$ cat config.mk
export PLATFORM = sky130hd
export DESIGN_NAME = axi4s_fifo_core
export DESIGN_NICKNAME = d
export VERILOG_FILES = /design/src/design/axi4s_pkg.sv /design/src/design/fifo_pkg.sv /design/src/design/fifo_ptr_counter.sv /design/src/design/fifo_mem.sv /design/src/design/fifo_ctrl.sv /design/src/design/axi4s_fifo_core.sv
export VERILOG_INCLUDE_DIRS = /design/src /design/src/design
export SDC_FILE = /design/constraint.sdc
export NUM_CORES = 1
export LEC_CHECK = 0
export BUFFER_PORTS_ARGS = -buffer_cell sky130_fd_sc_hd__buf_4
export CORE_MARGIN = 10
export CORE_UTILIZATION = 61
export CTS_CLUSTER_DIAMETER = 60
export DETAILED_ROUTE_END_ITERATION = 7
export PLACE_DENSITY = 0.83
export SLEW_MARGIN = 30
export SYNTH_ARGS = -nofsm -noshare
export SYNTH_HDL_FRONTEND = slang
export SYNTH_SLANG_ARGS = --single-unit
$ cat constraint.sdc
create_clock -name aclk -period 3.48 [get_ports aclk]
set_clock_uncertainty 0.2 [all_clocks]
set_input_delay 0.174 -clock aclk [delete_from_list [all_inputs] [get_ports aclk]]
set_output_delay 0.174 -clock aclk [all_outputs]
set_load 0.01 [all_outputs]
$ cat src/design/fifo_config.svh
// Build-time sizing for the AXI4-Stream FIFO
// Storage depth, pointer width, beat width and sideband widths

`ifndef FIFO_CONFIG_SVH
`define FIFO_CONFIG_SVH

// --------------------------------------------------
// Storage
// --------------------------------------------------

// Entries in the array, power of two so pointers wrap by themselves
`define FIFO_DEPTH 16

// Address bits for one entry of the array
`define FIFO_ADDR_WID $clog2(`FIFO_DEPTH)

// --------------------------------------------------
// Stream fields
// --------------------------------------------------

// Bytes per beat on tdata
`define FIFO_DATA_BYTES 4

// Sideband widths
`define FIFO_TID_WID 2
`define FIFO_TDEST_WID 2
`define FIFO_TUSER_WID 1

`endif

$ cat src/design/axi4s_pkg.sv
// AXI4-Stream field types for the FIFO
// Per-field typedefs, the packed field struct, and the entry word
// that is stored either as a flat vector or as fields

`default_nettype none

`include "fifo_config.svh"

package axi4s_pkg;

    // Payload, byte-addressable
    typedef logic [`FIFO_DATA_BYTES-1:0][7:0] tdata_t;
    // One strobe per byte
    typedef logic [`FIFO_DATA_BYTES-1:0]      tkeep_t;

    // Sideband fields
    typedef logic [`FIFO_TID_WID-1:0]   tid_t;
    typedef logic [`FIFO_TDEST_WID-1:0] tdest_t;
    typedef logic [`FIFO_TUSER_WID-1:0] tuser_t;

    // All fields of one beat, tdata in the top bits
    typedef struct packed {
        tdata_t tdata;
        tkeep_t tkeep;
        logic   tlast;
        tid_t   tid;
        tdest_t tdest;
        tuser_t tuser;
    } axi4s_fields_t;

    // Width of one stored word, 42 bits with the default sizes
    localparam int ENTRY_WID = $bits(axi4s_fields_t);

    // Stored word
    // Memory sees a flat vector, the stream side sees fields
    typedef union packed {
        logic [ENTRY_WID-1:0] raw;
        axi4s_fields_t        fields;
    } fifo_entry_t;

endpackage : axi4s_pkg

`default_nettype wire

$ cat src/design/fifo_pkg.sv
// FIFO control types
// Optimisation mode selector and the output stage states

`default_nettype none

package fifo_pkg;

    // Timing mode puts a register after the array
    // Latency mode reads the array straight to the port
    typedef enum logic {
        OPT_MODE_TIMING  = 1'b0,
        OPT_MODE_LATENCY = 1'b1
    } opt_mode_t;

    // Output stage occupancy
    // OUT_EMPTY  nothing presented
    // OUT_LOAD   word moving from array into output register
    // OUT_HOLD   word presented on the master side
    typedef enum logic [1:0] {
        OUT_EMPTY = 2'd0,
        OUT_LOAD  = 2'd1,
        OUT_HOLD  = 2'd2
    } out_state_t;

endpackage : fifo_pkg

`default_nettype wire

$ cat src/design/fifo_ptr_counter.sv
// FIFO pointer and occupancy tracking
// Wrapping write and read pointers, entry count with push and pop
// in the same cycle, and registered empty and full flags

`default_nettype none

`include "fifo_config.svh"

module fifo_ptr_counter #(
    parameter int DEPTH = `FIFO_DEPTH
) (
    input  logic                     aclk,
    input  logic                     arst_n,

    // Strobes from the controller
    input  logic                     wr_en,
    input  logic                     rd_en,

    // Array addresses
    output logic [$clog2(DEPTH)-1:0] wr_addr,
    output logic [$clog2(DEPTH)-1:0] rd_addr,

    // Occupancy flags
    output logic                     empty,
    output logic                     full
);

    // Count needs one extra code to tell full from empty
    localparam int CNT_WID = $clog2(DEPTH + 1);

    logic [CNT_WID-1:0] count;
    logic [CNT_WID-1:0] count_nxt;

    // --------------------------------------------------
    // Next occupancy
    // --------------------------------------------------
    always_comb begin
        count_nxt = count;
        case ({wr_en, rd_en})
            // Push only
            2'b10:   count_nxt = count + 1'b1;
            // Pop only
            2'b01:   count_nxt = count - 1'b1;
            // Idle, or push and pop cancel out
            default: count_nxt = count;
        endcase
    end

    // --------------------------------------------------
    // Pointers, count and flags
    // --------------------------------------------------
    always_ff @(posedge aclk or negedge arst_n) begin
        if (!arst_n) begin
            wr_addr <= '0;
            rd_addr <= '0;
            count   <= '0;
            empty   <= 1'b1;
            full    <= 1'b0;
        end else begin
            // Power-of-two depth, pointers wrap on overflow
            if (wr_en) begin
                wr_addr <= wr_addr + 1'b1;
            end
            if (rd_en) begin
                rd_addr <= rd_addr + 1'b1;
            end

            count <= count_nxt;

            // Flags follow the count after this edge
            empty <= (count_nxt == '0);
            full  <= (count_nxt == CNT_WID'(DEPTH));
        end
    end

endmodule : fifo_ptr_counter

`default_nettype wire

$ cat src/design/fifo_mem.sv
// FIFO entry storage
// Array of raw entry words with a registered write port, and a read
// port that is either registered (timing mode) or direct (latency mode)

`default_nettype none

`include "fifo_config.svh"

module fifo_mem
    import axi4s_pkg::*, fifo_pkg::*;
#(
    parameter opt_mode_t OPT_MODE = OPT_MODE_TIMING
) (
    input  logic                      aclk,
    input  logic                      arst_n,

    // Write port
    input  logic                      wr_en,
    input  logic [`FIFO_ADDR_WID-1:0] wr_addr,
    input  fifo_entry_t               wr_data,

    // Read port
    input  logic [`FIFO_ADDR_WID-1:0] rd_addr,
    input  logic                      out_load,
    output fifo_entry_t               rd_data
);

    // Storage, raw view only
    logic [ENTRY_WID-1:0] mem_array [`FIFO_DEPTH];

    always_ff @(posedge aclk) begin
        if (wr_en) begin
            mem_array[wr_addr] <= wr_data.raw;
        end
    end

    // --------------------------------------------------
    // Read path
    // --------------------------------------------------
    if (OPT_MODE == OPT_MODE_TIMING) begin : g_out_reg
        logic [ENTRY_WID-1:0] out_q;

        // Loaded by the controller when a word is popped
        always_ff @(posedge aclk or negedge arst_n) begin
            if (!arst_n) begin
                out_q <= '0;
            end else if (out_load) begin
                out_q <= mem_array[rd_addr];
            end
        end

        assign rd_data.raw = out_q;
    end else begin : g_comb_rd
        // Head of the array straight to the output
        assign rd_data.raw = mem_array[rd_addr];
    end

endmodule : fifo_mem

`default_nettype wire

$ cat src/design/fifo_ctrl.sv
// FIFO output stage controller
// Slave-side ready and write strobe from the full flag, and an FSM
// that tracks the output stage and issues pops and output loads

`default_nettype none

module fifo_ctrl
    import fifo_pkg::*;
#(
    parameter opt_mode_t OPT_MODE = OPT_MODE_TIMING
) (
    input  logic aclk,
    input  logic arst_n,

    // Stream handshake inputs
    input  logic s_tvalid,
    input  logic m_tready,

    // Array flags from the counter
    input  logic empty,
    input  logic full,

    // Stream handshake outputs
    output logic s_tready,
    output logic m_tvalid,

    // Strobes to counter and memory
    output logic wr_en,
    output logic rd_en,
    output logic out_load
);

    // Registered output stage in front of the master port
    localparam bit TIMING = (OPT_MODE == OPT_MODE_TIMING);

    out_state_t state;
    out_state_t state_nxt;

    // --------------------------------------------------
    // Write side
    // --------------------------------------------------

    // Accept while the array has room
    assign s_tready = ~full;
    assign wr_en    = s_tvalid & ~full;

    // --------------------------------------------------
    // Output stage FSM
    // --------------------------------------------------
    always_comb begin
        state_nxt = state;
        m_tvalid  = 1'b0;
        rd_en     = 1'b0;
        out_load  = 1'b0;

        case (state)
            OUT_EMPTY: begin
                // Word waiting in the array
                if (!empty) begin
                    state_nxt = TIMING ? OUT_LOAD : OUT_HOLD;
                end
            end

            OUT_LOAD: begin
                // Pop head into the output register, one cycle only
                rd_en     = 1'b1;
                out_load  = 1'b1;
                state_nxt = OUT_HOLD;
            end

            OUT_HOLD: begin
                if (TIMING) begin
                    // Output register is full
                    m_tvalid = 1'b1;
                    if (m_tready) begin
                        if (!empty) begin
                            // Refill in the same cycle, no bubble
                            rd_en    = 1'b1;
                            out_load = 1'b1;
                        end else begin
                            state_nxt = OUT_EMPTY;
                        end
                    end
                end else begin
                    // Head of the array is the output word
                    // Goes empty only right after the last pop
                    m_tvalid = ~empty;
                    rd_en    = m_tready & ~empty;
                    if (empty) begin
                        state_nxt = OUT_EMPTY;
                    end
                end
            end

            default: begin
                state_nxt = OUT_EMPTY;
            end
        endcase
    end

    always_ff @(posedge aclk or negedge arst_n) begin
        if (!arst_n) begin
            state <= OUT_EMPTY;
        end else begin
            state <= state_nxt;
        end
    end

endmodule : fifo_ctrl

`default_nettype wire

$ cat src/design/axi4s_fifo_core.sv
// Word-based AXI4-Stream FIFO, single clock
// Packs the slave fields into one entry word, buffers it first-word
// fall-through, and unpacks it onto the master side
// Holds the pointer counter, the storage and the output controller

`default_nettype none

`include "fifo_config.svh"

module axi4s_fifo_core
    import axi4s_pkg::*, fifo_pkg::*;
#(
    parameter opt_mode_t FIFO_OPT_MODE = OPT_MODE_TIMING
) (
    input  logic   aclk,
    input  logic   arst_n,

    // Slave side
    input  logic   s_tvalid,
    output logic   s_tready,
    input  tdata_t s_tdata,
    input  tkeep_t s_tkeep,
    input  logic   s_tlast,
    input  tid_t   s_tid,
    input  tdest_t s_tdest,
    input  tuser_t s_tuser,

    // Master side
    output logic   m_tvalid,
    input  logic   m_tready,
    output tdata_t m_tdata,
    output tkeep_t m_tkeep,
    output logic   m_tlast,
    output tid_t   m_tid,
    output tdest_t m_tdest,
    output tuser_t m_tuser
);

    fifo_entry_t wr_entry;
    fifo_entry_t rd_entry;

    logic wr_en;
    logic rd_en;
    logic out_load;
    logic empty;
    logic full;

    logic [`FIFO_ADDR_WID-1:0] wr_addr;
    logic [`FIFO_ADDR_WID-1:0] rd_addr;

    // --------------------------------------------------
    // Stream fields to and from the entry word
    // --------------------------------------------------
    always_comb begin
        wr_entry.fields.tdata = s_tdata;
        wr_entry.fields.tkeep = s_tkeep;
        wr_entry.fields.tlast = s_tlast;
        wr_entry.fields.tid   = s_tid;
        wr_entry.fields.tdest = s_tdest;
        wr_entry.fields.tuser = s_tuser;
    end

    assign m_tdata = rd_entry.fields.tdata;
    assign m_tkeep = rd_entry.fields.tkeep;
    assign m_tlast = rd_entry.fields.tlast;
    assign m_tid   = rd_entry.fields.tid;
    assign m_tdest = rd_entry.fields.tdest;
    assign m_tuser = rd_entry.fields.tuser;

    // --------------------------------------------------
    // FIFO blocks
    // --------------------------------------------------

    // Addresses and flags
    fifo_ptr_counter #(
        .DEPTH   (`FIFO_DEPTH)
    ) u_ptr_counter (
        .aclk    (aclk),
        .arst_n  (arst_n),
        .wr_en   (wr_en),
        .rd_en   (rd_en),
        .wr_addr (wr_addr),
        .rd_addr (rd_addr),
        .empty   (empty),
        .full    (full)
    );

    // Storage and read path
    fifo_mem #(
        .OPT_MODE (FIFO_OPT_MODE)
    ) u_mem (
        .aclk     (aclk),
        .arst_n   (arst_n),
        .wr_en    (wr_en),
        .wr_addr  (wr_addr),
        .wr_data  (wr_entry),
        .rd_addr  (rd_addr),
        .out_load (out_load),
        .rd_data  (rd_entry)
    );

    // Handshakes and strobes
    fifo_ctrl #(
        .OPT_MODE (FIFO_OPT_MODE)
    ) u_ctrl (
        .aclk     (aclk),
        .arst_n   (arst_n),
        .s_tvalid (s_tvalid),
        .m_tready (m_tready),
        .empty    (empty),
        .full     (full),
        .s_tready (s_tready),
        .m_tvalid (m_tvalid),
        .wr_en    (wr_en),
        .rd_en    (rd_en),
        .out_load (out_load)
    );

endmodule : axi4s_fifo_core

`default_nettype wire

After elaboration in Yosys (flattened, before gate mapping)
Memories as Yosys holds them, arrays and structs flattened. A register that Yosys moved wholly into a read port is not among the register bits.
Cells that the tools add are included.
{"block": "word_totals", "reg_bits": 17, "elab_cells": 36, "mem_bits_rw": 672, "memories": 1, "output_inout_bits": 44}
{"block": "op_classes", "eq_ne": 8, "bitwise": 2, "n_addsub": 4, "n_mux": 11, "reduce_logical": 4}
{"memory": "u_mem.mem_array", "depth": 16, "width": 42, "read_ports": 1, "rd_clocked_by_memory_dff": 1, "wr": 1, "line": "fifo_mem.sv:29", "source": "logic [ENTRY_WID-1:0] mem_array [`FIFO_DEPTH];"}
{"cell": "5-bit one-hot mux with 2 select lines", "n": 1}
{"cell": "4-bit by 1-bit adder with 4-bit output (second input constant)", "n": 2}
{"cell": "2-bit two-way mux", "n": 3}
{"cell": "2-bit != test (second input constant)", "n": 3}
{"cell": "2-bit one-hot mux with 3 select lines", "n": 1}
{"cell": "5-bit by 1-bit adder with 5-bit output (second input constant)", "n": 1}
{"cell": "5-bit equality test (second input constant)", "n": 1}
{"cell": "5-bit logical NOT", "n": 1}
{"cell": "1-bit two-way mux", "n": 5}
{"cell": "5-bit by 1-bit subtractor with 5-bit output (second input constant)", "n": 1}
{"cell": "2-bit by 1-bit equality test with 1-bit output (second input constant)", "n": 2}
{"cell": "2-bit equality test (second input constant)", "n": 2}
{"cell": "3-bit AND reduction", "n": 1}
{"cell": "2-bit logical NOT", "n": 1}
{"cell": "1-bit one-hot mux with 2 select lines", "n": 1}
{"cell": "1-bit AND", "n": 1}
{"cell": "1-bit logical NOT", "n": 1}
{"cell": "1-bit inverter", "n": 1}

Longest topological paths before layout
{"block": "logic_depth", "depth_word": 6, "ltp_mapped": 12, "mapped_depth_nobuf": 11}

Cells and area by module
Synthesis repeated with hierarchy kept, for this count alone.
{"block": "hier_totals", "cells_unflattened": 1234, "area_unflattened_um2": 27936.8}
{"module": "fifo_mem", "instances": 1, "cells_each": 1142, "area_each_um2": 26904.6, "seq_area_each_um2": 21230.4}
{"module": "fifo_ptr_counter", "instances": 1, "cells_each": 72, "area_each_um2": 830.8, "seq_area_each_um2": 376.6}
{"module": "fifo_ctrl", "instances": 1, "cells_each": 20, "area_each_um2": 201.4, "seq_area_each_um2": 50.0}

Least setup slack after synthesis
No wires, ideal clock.
{"block": "synth_timing", "kind": "register to register", "from": "register u_ctrl.state[0]", "to": "register u_ptr_counter.full", "path_stages_with_launch": 12, "path_slack_ns": 0.213, "t_arrival_ns": 2.973, "setup_ns": 0.094, "synth_period_minus_slack_ns": 3.267, "path_cell_list": "dfrtp_1 inv_1 ha_1 and3b_1 o21a_1 clkbuf_1 ha_1 or3b_1 a211oi_1 mux2i_1 or3_1 a211oi_1"}
{"block": "synth_between", "elab_chain_cells": 5, "word_cells_on_any_way": 7, "cone_classes": "5 x eq/ne; 2 x mux"}
{"element": "from (decl)", "line": "fifo_ctrl.sv:36", "source": "out_state_t state;"}
{"element": "from (signal assigned)", "line": "fifo_ctrl.sv:105", "source": "state <= state_nxt;"}
{"element": "2-bit equality test / 2-bit by 1-bit equality test with 1-bit output (equally long branches)", "line": "fifo_ctrl.sv:56", "source": "case (state)"}
{"element": "1-bit one-hot mux with 2 select lines (*)", "line": "fifo_ctrl.sv:56"}
{"element": "2-bit by 1-bit equality test with 1-bit output / 2-bit equality test (equally long branches)", "line": "fifo_ptr_counter.sv:39", "source": "case ({wr_en, rd_en})"}
{"element": "5-bit one-hot mux with 2 select lines (*)", "line": "fifo_ptr_counter.sv:39"}
{"element": "5-bit equality test (*)", "line": "fifo_ptr_counter.sv:72", "source": "full <= (count_nxt == CNT_WID'(DEPTH));"}
{"element": "to (signal assigned)", "line": "fifo_ptr_counter.sv:72"}
{"element": "to (decl)", "line": "fifo_ptr_counter.sv:25", "source": "output logic full"}
Every way passes the cells marked *; elsewhere a longest branch is shown, timed or not.
A chain may end at the register's enable or synchronous reset.

Worst setup path after layout
Ends and elaborated chain as after synthesis.

==> impl_metrics.csv <==
group,metric,value,unit
synthesis,synth_sequential_area_ratio,0.777,
sta,final.min_clock_period,3.18,ns
sta,whs,-0.0282,ns
pwr,power_frac_seq,0.432,
pwr,design_internal_power,0.0190,W
critical_path,setup.worst_path.end_class,"register",
synthesis,synth_cells,1140,
finish,final_util,0.713,
synthesis,synth_most_common_cell,"edfxtp_1",
sta,setup_failing_eps_final,0,
pwr,max-vdd-ir-drop,0.000570,V
route,routedWlPerCell,33.0,um
flow_run,max_cap_violations,0,
route,post-route-drc-count,0,
sta,fin_crit_sh,0.913,
clock_tree,clkSinkCount,731,
sta,final-max-slew-violation-count,0,
clock_tree,max-clock-path-buffers,3,
critical_path,critical_path_fanout_max,9,
finish,synthToLayoutAreaGrowth,15.8,%
pwr,clock_power_share,0.282,
run_status,run_status,"finished with violations",
critical_path,critical-path-max-stage-delay,0.43,ns
route,detailedRoute.firstPassIterationCount,7,
synthesis,synth.avg_cell_area,24.5,um^2
synthesis,yosys_warnings,0,
route,dr.first_iter.drc_count,1783,
critical_path,critical_path_required,3.78,ns
critical_path,critical_path.most_common_cell,"a211oi_1",
clock_tree,htree_num_levels,3,
synthesis,top_flip_flop_cell_by_instance_count_after_synthesis,"edfxtp_1",
critical_path,crit-reg2reg-launch,"u_ctrl.state[0]",
critical_path,cp.buffers_inverters,1,
finish,final_nets,1392,
floorplan,dieWidth,234,um
grt,grt_pass1_vias,14290,
place,finalWeightedCongestion,0.752,
floorplan,initial_core_util,0.616,
critical_path,crit_path_start_kind,"register",
synthesis,async_flop_share,0.0807,
critical_path,crit_family,"simple AND/OR/NAND/NOR gates",
floorplan,chipHeight,234,um
pwr,netSwitchingFraction,0.286,
place,dp_hpwl,31.7,mm
clock_tree,tritoncts.num_buffers,71,
worst_hold_path,min_path_type,"input port to async pin",
synthesis,synth.cell_area,0.0279,mm^2
route,drt.antenna.violating_nets,0,
synthesis,synth_area_leader_cell,"edfxtp_1",
pwr,power.switching,0.00760,W
grt,grt_first_pass_wirelength,98.0,mm
synthesis,synth.ff_latch_count,731,
sta,grt_setup_unrepaired,"no",
grt,grt_antenna_before_repair,3,
grt,remaining_global_route_overflow,0,
critical_path,setup.worst_path.class,"register to register",
sta,final.setup.tns,0,ns
synthesis,synth.lib_cells_used.distinct,40,
critical_path,worstPathCellList,"inv_1 > ha_2 > and3b_1 > o211ai_1 > xnor2_1 > ha_1 > or3b_1 > a211oi_1 > mux2i_1 > or3_1 > a211oi_1",
clock_tree,clk_pin_slew_worst_paths,0.06,ns
clock_tree,root_buffer,"clkbuf_16",
grt,grt_start_max_net_pins,60,
route,detailroute.via_count,13566,
pwr,power.static_leakage,10.6,nW
clock_tree,clk-insertion-delay-late,0.61,ns
synthesis,synth_top_cells_by_area,"edfxtp_1 72%, mux4_2 17%, dfrtp_1 5.2%",
route,detail_route.vias_per_cell,6.81,
critical_path,r2r_slack,0.30,ns
critical_path,critPathArrivalTime,3.48,ns
critical_path,r2r.worst_path.cells,11,
sta,hold_violation_total_from_the_final_report,14,
place,port_buffers,89,
synthesis,synth_top_cells_by_count,"672 x edfxtp_1, 210 x mux4_2, 58 x dfrtp_1",
synthesis,total_nets_after_synthesis,1197,
grt,track_usage,0.249,
floorplan,core-area,0.0453,mm^2
finish,layout-drive-gt1-share,0.369,
synthesis,synth-edff-count,672,
floorplan,placement_rows,78,
pwr,power.density,822,mW/mm^2
run_status,violated_checks,"hold timing",
pwr,pwr-share-comb,0.285,
critical_path,regToRegEndpoint,"u_ptr_counter.full",
sta,peak_freq,0.315,GHz
sta,slew_headroom,0.399,
route,detail_route.wirelength,65.8,mm
critical_path,crit_path_top_delay_cell,"dfrtp_1",
floorplan,io_pins,90,
floorplan,die-area,0.0547,mm^2
sta,timing_worst_slew_pin_value,0.902,ns
synthesis,synthDominantCellAreaShare,0.724,
clock_tree,postCtsSetupBuffers,0,
clock_tree,cts_tree,"yes",
-- cell type report --
cell class	count	area, um^2
antenna	3	7.51
clock buffer	89	1880
clock inverter	38	367
fill	2438	13000
inverter	7	26.3
multi-input combinational	346	5920
sequential	731	21700
tap	600	751
timing repair buffer	178	1670
-- cells in the final DEF (no fill, tap or decap), types with 10 or more instances in the layout --
master	instances
clkinv_2	11
clkbuf_1	14
dlygate4sd3_1	45
clkinv_1	11
mux2_2	43
dfrtp_1	54
mux4_2	210
buf_4	115
and2_2	16
edfxtp_1	672
buf_12	17
ha_1	10
clkbuf_16	71
-- worst max-delay path by stage --
stage | startpoint | endpoint | slack [ns] | cells after the start
floorplan | u_ctrl.state[0] | u_ptr_counter.full | 0.21 | 11
global placement | u_ctrl.state[0] | u_ptr_counter.full | 0.39 | 11
detailed placement | u_ctrl.state[0] | u_ptr_counter.full | 0.27 | 11
CTS | u_ctrl.state[0] | u_ptr_counter.full | 0.23 | 11
global route | u_ctrl.state[0] | u_ptr_counter.full | 0.03 | 11
finish | u_ctrl.state[0] | u_ptr_counter.full | 0.30 | 11
-- per-stage QoR --
| stage | total power (W) | cells | cell area, um^2 | worst slack, ns | hold slack (ns) |
|---|---|---|---|---|---|
| 2_1_floorplan | 0.0166 | 1140 | 27900 | 0.213 | -0.322 |
| 3_3_place_gp | 0.0187 | 1817 | 29600 | 0.394 | 0.186 |
| 3_5_place_dp | 0.0190 | 1817 | 29600 | 0.269 | 0.209 |
| 4_1_cts | 0.0267 | 1989 | 32300 | 0.233 | 0.127 |
| 5_1_grt | 0.0275 | 1992 | 32300 | 0.0283 | 0.0178 |
| 6_report | 0.0266 | 1992 | 32300 | 0.302 | -0.0282 |
-- cell families after synthesis --
group	synth area share
AO/OA/AOI/OAI	0.00462
XOR/XNOR	0.00314
adder cells (fa/ha/maj)	0.00494
buffers and inverters	0.0119
flip-flops	0.777
multiplexers	0.189
AND/OR/NAND/NOR	0.00969
-- sequential cells by signal (all words and copies together) (netlist names) --
name                   cells
u_ptr_counter.full         1
u_ctrl.state               2
u_mem.rd_data             42
u_ptr_counter.wr_addr      4
u_ptr_counter.empty        1
u_ptr_counter.count        5
u_mem.mem_array          672
u_ptr_counter.rd_addr      4
-- power groups by stage --
stage,sequential (W),combinational (W),clock [W]
detailed placement,0.0116,0.00741,0
global route,0.0116,0.00801,0.00791
global placement,0.0115,0.00718,0
finish,0.0115,0.00758,0.00750
floorplan,0.0114,0.00521,0
CTS,0.0115,0.00768,0.00759
-- metal layers --
metal  vias up  global-route usage  part of all wire
met4         0               0.103             0.034
met3       154              0.0431             0.085
li1       5254                   -                 -
met5         -                   0                 0
met1      7235               0.329              0.36
met2       923               0.411              0.52
-- repair_timing --
item | CTS | global route
endpoints found under the hold margin | 734 | 0
endpoints found under the setup margin | 0 | 1
hold buffers | 45 | 0
gates resized for setup | 0 | 1
(Power assumes the default switching activity.)
